$ cat config.mk
export PLATFORM = sky130hd
export DESIGN_NAME = id_operand_unit
export DESIGN_NICKNAME = d
export VERILOG_FILES = /design/src/common/core_pkg.sv /design/src/forward/data_forward_u.sv /design/src/verilog/id_data_picker.sv /design/src/verilog/id_operand_unit.sv /design/src/verilog/rf32x32.sv
export SDC_FILE = /design/constraint.sdc
export NUM_CORES = 2
export LEC_CHECK = 0
export BUFFER_PORTS_ARGS = -buffer_cell sky130_fd_sc_hd__buf_2
export CAP_MARGIN = 10
export CORE_AREA = 8 8 314 316
export DETAILED_ROUTE_END_ITERATION = 10
export DIE_AREA = 0 0 322 324
export HOLD_SLACK_MARGIN = 0.02
export PLACE_DENSITY = 0.82
export SETUP_SLACK_MARGIN = 0.1
export SLEW_MARGIN = 30
export SYNTH_ARGS = -nofsm -noshare
export SYNTH_HDL_FRONTEND = slang
export SYNTH_SLANG_ARGS = --single-unit
$ cat constraint.sdc
create_clock -name clk -period 13.9 [get_ports clk]
set_clock_uncertainty 0.05 [all_clocks]
set_input_delay 2.78 -clock clk [delete_from_list [all_inputs] [get_ports clk]]
set_output_delay 2.78 -clock clk [all_outputs]
set_load 0.02 [all_outputs]
$ cat src/common/core_pkg.sv
`default_nettype none

package core_pkg;

    // RV32I operand geometry
    localparam int XLEN       = 32;
    localparam int REG_ADDR_W = 5;
    localparam int NUM_REGS   = 32;

    // Class of the instruction sitting in a later stage
    typedef enum logic [2:0] {
        OPC_ALU    = 3'd0,
        OPC_LOAD   = 3'd1,
        OPC_STORE  = 3'd2,
        OPC_BRANCH = 3'd3,
        OPC_JUMP   = 3'd4,
        OPC_CSR    = 3'd5
    } op_class_e;

    // Where an operand is taken from
    typedef enum logic [1:0] {
        FWD_RF  = 2'd0,
        FWD_EX  = 2'd1,
        FWD_MEM = 2'd2
    } fwd_sel_e;

    // Decode-stage source operands
    typedef struct packed {
        logic [REG_ADDR_W-1:0] rs1;
        logic [REG_ADDR_W-1:0] rs2;
        logic                  use_rs1;
        logic                  use_rs2;
    } id_src_t;

    // Destination of an instruction in EX or MEM
    typedef struct packed {
        logic                  wr_reg_n;
        logic [REG_ADDR_W-1:0] rd;
        op_class_e             op;
        logic [XLEN-1:0]       fwd_data;
    } stage_dst_t;

    // Write-back port into the register file
    typedef struct packed {
        logic                  wr_n;
        logic [REG_ADDR_W-1:0] wr_addr;
        logic [XLEN-1:0]       data;
    } wb_write_t;

    // Operand source selects
    typedef struct packed {
        fwd_sel_e sel1;
        fwd_sel_e sel2;
    } fwd_ctrl_t;

endpackage

`default_nettype wire

$ cat src/forward/data_forward_u.sv
`default_nettype none

module data_forward_u (
    input  core_pkg::id_src_t    i_id,
    input  core_pkg::stage_dst_t i_ex,
    input  core_pkg::stage_dst_t i_mem,
    output core_pkg::fwd_ctrl_t  o_fwd,
    output logic                 o_stall
);

    import core_pkg::*;

    logic ex_writes;
    logic mem_writes;
    logic ex_is_load;
    logic load_hit1;
    logic load_hit2;

    assign ex_writes  = !i_ex.wr_reg_n;
    assign mem_writes = !i_mem.wr_reg_n;
    assign ex_is_load = (i_ex.op == OPC_LOAD);

    // A source that can take a forwarded value at all
    function automatic logic src_live(
        input logic [REG_ADDR_W-1:0] src,
        input logic                  use_src
    );
        return use_src && (src != '0);
    endfunction

    // EX first, then MEM, then the register file
    function automatic fwd_sel_e pick_source(
        input logic [REG_ADDR_W-1:0] src,
        input logic                  use_src,
        input logic                  ex_wr,
        input logic                  ex_load,
        input logic [REG_ADDR_W-1:0] ex_rd,
        input logic                  mem_wr,
        input logic [REG_ADDR_W-1:0] mem_rd
    );
        fwd_sel_e sel;
        if (!src_live(src, use_src)) begin
            sel = FWD_RF;
        end else if (ex_wr && !ex_load && (ex_rd == src)) begin
            sel = FWD_EX;
        end else if (mem_wr && (mem_rd == src)) begin
            // Load data is already in the MEM forward value
            sel = FWD_MEM;
        end else begin
            sel = FWD_RF;
        end
        return sel;
    endfunction

    always_comb begin
        o_fwd.sel1 = pick_source(i_id.rs1, i_id.use_rs1, ex_writes, ex_is_load,
                                 i_ex.rd, mem_writes, i_mem.rd);
        o_fwd.sel2 = pick_source(i_id.rs2, i_id.use_rs2, ex_writes, ex_is_load,
                                 i_ex.rd, mem_writes, i_mem.rd);
    end

    // Load in EX whose result decode needs now
    assign load_hit1 = src_live(i_id.rs1, i_id.use_rs1) && (i_ex.rd == i_id.rs1);
    assign load_hit2 = src_live(i_id.rs2, i_id.use_rs2) && (i_ex.rd == i_id.rs2);

    assign o_stall = ex_writes && ex_is_load && (load_hit1 || load_hit2);

endmodule

`default_nettype wire

$ cat src/verilog/id_data_picker.sv
`default_nettype none

module id_data_picker (
    input  logic [core_pkg::XLEN-1:0] i_rd1_data,
    input  logic [core_pkg::XLEN-1:0] i_rd2_data,
    input  logic [core_pkg::XLEN-1:0] i_ex_data,
    input  logic [core_pkg::XLEN-1:0] i_mem_data,
    input  core_pkg::fwd_ctrl_t       i_fwd,
    output logic [core_pkg::XLEN-1:0] o_data1,
    output logic [core_pkg::XLEN-1:0] o_data2
);

    import core_pkg::*;

    // Three-way operand mux
    function automatic logic [XLEN-1:0] pick_operand(
        input fwd_sel_e        sel,
        input logic [XLEN-1:0] rf_data,
        input logic [XLEN-1:0] ex_data,
        input logic [XLEN-1:0] mem_data
    );
        logic [XLEN-1:0] val;
        case (sel)
            FWD_EX:  val = ex_data;
            FWD_MEM: val = mem_data;
            // Unused encoding falls back to the register file
            default: val = rf_data;
        endcase
        return val;
    endfunction

    always_comb begin
        o_data1 = pick_operand(i_fwd.sel1, i_rd1_data, i_ex_data, i_mem_data);
    end

    always_comb begin
        o_data2 = pick_operand(i_fwd.sel2, i_rd2_data, i_ex_data, i_mem_data);
    end

endmodule

`default_nettype wire

$ cat src/verilog/id_operand_unit.sv
`default_nettype none

module id_operand_unit (
    input  logic                      clk,
    input  logic                      i_rst_n,
    input  core_pkg::id_src_t         i_id,
    input  core_pkg::stage_dst_t      i_ex,
    input  core_pkg::stage_dst_t      i_mem,
    input  core_pkg::wb_write_t       i_wb,
    output logic [core_pkg::XLEN-1:0] o_data1,
    output logic [core_pkg::XLEN-1:0] o_data2,
    output logic                      o_stall
);

    import core_pkg::*;

    logic [XLEN-1:0] rd1_data;
    logic [XLEN-1:0] rd2_data;
    fwd_ctrl_t       fwd_ctrl;

    // Register file
    rf32x32 regfile_inst (
        .clk        (clk),
        .i_rst_n    (i_rst_n),
        .i_rs1      (i_id.rs1),
        .i_rs2      (i_id.rs2),
        .i_wb       (i_wb),
        .o_rd1_data (rd1_data),
        .o_rd2_data (rd2_data)
    );

    // Forwarding and load-use stall
    data_forward_u data_forward_u_inst (
        .i_id    (i_id),
        .i_ex    (i_ex),
        .i_mem   (i_mem),
        .o_fwd   (fwd_ctrl),
        .o_stall (o_stall)
    );

    // Final operand values
    id_data_picker id_data_picker_inst (
        .i_rd1_data (rd1_data),
        .i_rd2_data (rd2_data),
        .i_ex_data  (i_ex.fwd_data),
        .i_mem_data (i_mem.fwd_data),
        .i_fwd      (fwd_ctrl),
        .o_data1    (o_data1),
        .o_data2    (o_data2)
    );

endmodule

`default_nettype wire

$ cat src/verilog/rf32x32.sv
`default_nettype none

module rf32x32 (
    input  logic                           clk,
    input  logic                           i_rst_n,
    input  logic [core_pkg::REG_ADDR_W-1:0] i_rs1,
    input  logic [core_pkg::REG_ADDR_W-1:0] i_rs2,
    input  core_pkg::wb_write_t            i_wb,
    output logic [core_pkg::XLEN-1:0]      o_rd1_data,
    output logic [core_pkg::XLEN-1:0]      o_rd2_data
);

    import core_pkg::*;

    // x0 has no storage
    logic [XLEN-1:0] regs [1:NUM_REGS-1];
    logic            wb_active;

    assign wb_active = !i_wb.wr_n && (i_wb.wr_addr != '0);

    always_ff @(posedge clk) begin
        if (!i_rst_n) begin
            for (int i = 1; i < NUM_REGS; i++) begin
                regs[i] <= '0;
            end
        end else if (wb_active) begin
            regs[i_wb.wr_addr] <= i_wb.data;
        end
    end

    // Same-cycle write wins over the stored value
    function automatic logic [XLEN-1:0] read_port(input logic [REG_ADDR_W-1:0] addr);
        logic [XLEN-1:0] val;
        if (addr == '0) begin
            val = '0;
        end else if (wb_active && (addr == i_wb.wr_addr)) begin
            val = i_wb.data;
        end else begin
            val = regs[addr];
        end
        return val;
    endfunction

    always_comb begin
        o_rd1_data = read_port(i_rs1);
    end

    always_comb begin
        o_rd2_data = read_port(i_rs2);
    end

endmodule

`default_nettype wire
==> key figures <==
Routing
  – Metal3 WL: slightly below 40 mm
  – DR pass1 iterations: 9
  – Vias per inst: around 8
  – Highest signal layer in the routed design: met5
  – # DRC: 0
  – WL per Instance: 37.7 um
  – Met1 Wirelength: a little under 60 mm
  – DRT Wirelength: around 200 mm
  – Vias: approximately 43,000
  – WL met2: around 84 mm
  – Antenna Nets Post-Route: 0
  – DRT iter0 DRCs: between 8,000 and 9,000

Place
  – Final RePlAce weighted congestion: about 0.92
  – Cells after DPL: between 5,000 and 6,000
  – Port Buffers: around 200
  – Post-DP HPWL: 109 mm

Final layout
  – NumNets Final: ~4,000
  – Layout cells sized above 1: approximately a quarter
  – Max reg flops: 1,024
  – Finished Layout Cells: between 5,000 and 6,000
  – Largest Register: regfile_inst.regs
  – Syn-to-layout area delta: 8.95%
  – Largest registers: regfile_inst.regs x1024

Worst setup path
  – Crit path max fanout: 79
  – CP endpoint kind: output pin
  – Arrival time at the worst endpoint: 7.36 ns
  – Worst EP required: around 11 ns
  – CP startpoint kind: input port
  – CP Class: in -> out

Yosys
  – Largest family of logic cells by synthesized area: multiplexers
  – EDFF count, synth: 1,024
  – Simple-Gate Fraction of Synth Area: around 11%
  – Cell taking the most area after synthesis: edfxtp_1
  – Synth top area share: a little under three fifths
  – XOR/XNOR Fraction of Synth Area: less than 1%
  – Sequential fraction of the synthesis area: between 50% and 60%
  – Synth top area cells: edfxtp_1 (55%), mux4_2 (19%), nor3_1 (9.0%)
  – Synth Register Bits: 1,024
  – Adder-Cell Fraction of Synth Area: less than 1%
  – Most common flop cell mapped by yosys: edfxtp_1
  – Ys async rst share: 0%
  – Post-Synthesis Cells: roughly 4,000
  – Compound-Gate Fraction of Synth Area: under 10%
  – Mean Syn Cell Area: approximately 14 um^2
  – Synthesized cell area: 0.0555 mm^2
  – Yosys synthesis warning count: 0
  – Netlist cell types: 60
  – Mux contribution to synthesized area: 21.2%

Clock tree
  – Max clock buf depth: 3
  – Setup Buffers After CTS: 0
  – # H-tree levels: 3
  – Post_cts resized: 0
  – Clock transition at the registers of the reported paths: ~0.06 ns
  – Inserted Clock Buffers: 103
  – CTS Hold Bufs: 0
  – CTS Sinks: a little over 1,000
  – Root Driver: clkbuf_16
  – CTS tree: done

STA
  – RSZ-0062 raised after global routing: no
  – F_max: about 98 MHz
  – Fin crit share: between 70% and 80%
  – Final Max Slew Viols: 0
  – Minimum clock period: approximately 10 ns
  – Final setup fails: 0
  – Hold Violations, Final: 0
  – Actual slew at the worst max-slew pin: around 1.1 ns
  – Setup TNS: 0 ns
  – Max_slew headroom: around 24%

GRT
  – Pin count of the biggest net entering global routing: roughly 180
  – GRT Resource Usage Total: 37.0%
  – Initial antenna violation count: 21
  – First-pass GRT wire length: between 200 and 300 mm
  – Vias in the first global route: roughly 42,000
  – Final global-route overflow total: 0

Worst hold path
  – Min-delay src: i_wb[4]
  – Hold endpoint: regfile_inst.regs[0][4]
  – Worst hold-check path type: in -> reg
  – Hold Path Depth: 1

Floorplan
  – Starting Density: 59.1%
  – Core area: approximately 0.094 mm^2
  – Area of the die: between 0.1 and 0.15 mm^2
  – Row cnt: 113
  – Die height: 324 um
  – Die X: 322 um
  – I/O pin cnt: 199

Power and ir drop
  – VDD IR max: between 0.1 and 0.15 mV
  – PD cells: ~130 mW/mm^2
  – Leakage Power: 0.0185 uW

Status
  – Status: finished, final reports clean

Flow run
  – Max Cap Violations: 0
-- worst max-delay path, cell delays in order --
cell and delay (ns):
buf_8 0.51, or4_4 0.31, o21ai_0 0.11, nor4_1 0.48, nand2_1 0.12, ha_2 0.41, buf_4 0.66, o311ai_4 0.19
buf_4 0.43, a21oi_1 0.74, or3_1 0.21, buf_2 0.19
-- Yosys cell counts, types with 3 or more instances --
cell and instances:
mux4_2 457, and2_1 6, and3_1 4, o21ai_0 67
buf_8 3, a221oi_1 7, edfxtp_1 1024, a2111oi_0 3
nand2b_1 15, xor2_1 10, nor3_1 999, o2bb2ai_1 12
mux2_2 6, a21oi_1 81, clkbuf_1 404, ha_1 4
clkinv_1 3, buf_4 31, or3_1 38, nand2_1 17
a31oi_1 15, buf_1 22, a32oi_1 11, nor2_1 18
buf_2 68, xnor2_1 20, a22o_1 12, o22ai_1 35
nand3_1 55, inv_1 33, o211ai_1 14, nand4_1 24
buf_6 33, a211o_1 3, nor2b_1 8, a22oi_1 274
and3b_1 5, mux2i_1 141
-- cell families after synthesis --
logic type,Yosys count
AOI/OAI and AO/OA,545
xor gates and xnor gates,30
adders and majority gates,4
buffers and inverters,597
DFF,1024
muxes,604
other,1
and+or+nand+nor,1204
-- stage by stage --
step / worst slack, ns / total power (uW) / utilization, % / hold slack (ns) / instance area [um^2]
final: 3.71 / 7560 / 64.4 / 2.22 / 60500
after global routing: 3.85 / 7660 / 64.4 / 2.21 / 60400
after CTS: 4.01 / 7460 / 64.3 / 2.22 / 60400
after detailed placement: 4.02 / 4730 / 60.8 / 2.93 / 57100
after global placement: 4.08 / 4700 / 60.8 / 2.92 / 57000
after floorplan: 5.36 / 4360 / - / 2.83 / 55600
-- worst max path at each step --
stage,startpoint,end,slack [ns],depth (start not counted)
finish,i_id[8],o_data1[9],3.71,12
global route,i_id[7],o_data1[18],3.85,14
CTS,i_id[3],o_data2[2],4.01,14
detailed placement,i_id[3],o_data2[7],4.02,14
global placement,i_id[3],o_data2[7],4.08,14
floorplan,i_id[4],o_data2[26],5.36,13
-- routing by layer --
layer / vias up / GRT usage [%]
met5: - / 0.463
met4: 18 / 22.5
met3: 1237 / 18.3
met2: 5093 / 53.0
met1: 20600 / 45.1
li1: 16100 / -
-- report_power, final --
group	internal, uW	total [uW]	leakage (uW)	switching (uW)
sequential	3570	3670	0.00975	98.4
clock	1550	2820	0.00161	1270
combinational	381	1080	0.00712	694
total	5500	7560	0.0185	2060
-- layout by cell type (no fill, tap or decap), drive strengths merged, types with 11 or more instances in the layout --
| cell | synthesis | routed |
|---|---|---|
| nand2b | 15 | 15 |
| inv | 33 | 33 |
| a31oi | 15 | 15 |
| buf | 157 | 306 |
| o211ai | 14 | 14 |
| nand4 | 24 | 24 |
| nor3 | 999 | 999 |
| conb | 1 | 32 |
| nand3 | 55 | 55 |
| clkbuf | 404 | 119 |
| mux2i | 141 | 141 |
| o22ai | 35 | 35 |
| a21oi | 81 | 81 |
| or3 | 38 | 38 |
| a22o | 12 | 12 |
| a22oi | 274 | 274 |
| a32oi | 11 | 11 |
| nor2 | 18 | 18 |
| edfxtp | 1024 | 1024 |
| o21ai | 69 | 69 |
| diode | 0 | 16 |
| clkinv | 3 | 60 |
| mux4 | 457 | 457 |
| nand2 | 17 | 17 |
| xnor2 | 20 | 20 |
| o2bb2ai | 12 | 12 |
-- area by class of cell --
cell class | instances | area (um^2)
sequential | 1024 | 30700
inverter | 36 | 135
timing repair buffer | 306 | 1950
fill | 6472 | 33400
multi-input combinational | 2419 | 22700
antenna | 16 | 40.0
clock inverter | 75 | 646
tap | 1265 | 1580
clock buffer | 119 | 2680
Power figures use the tool's default switching activity.
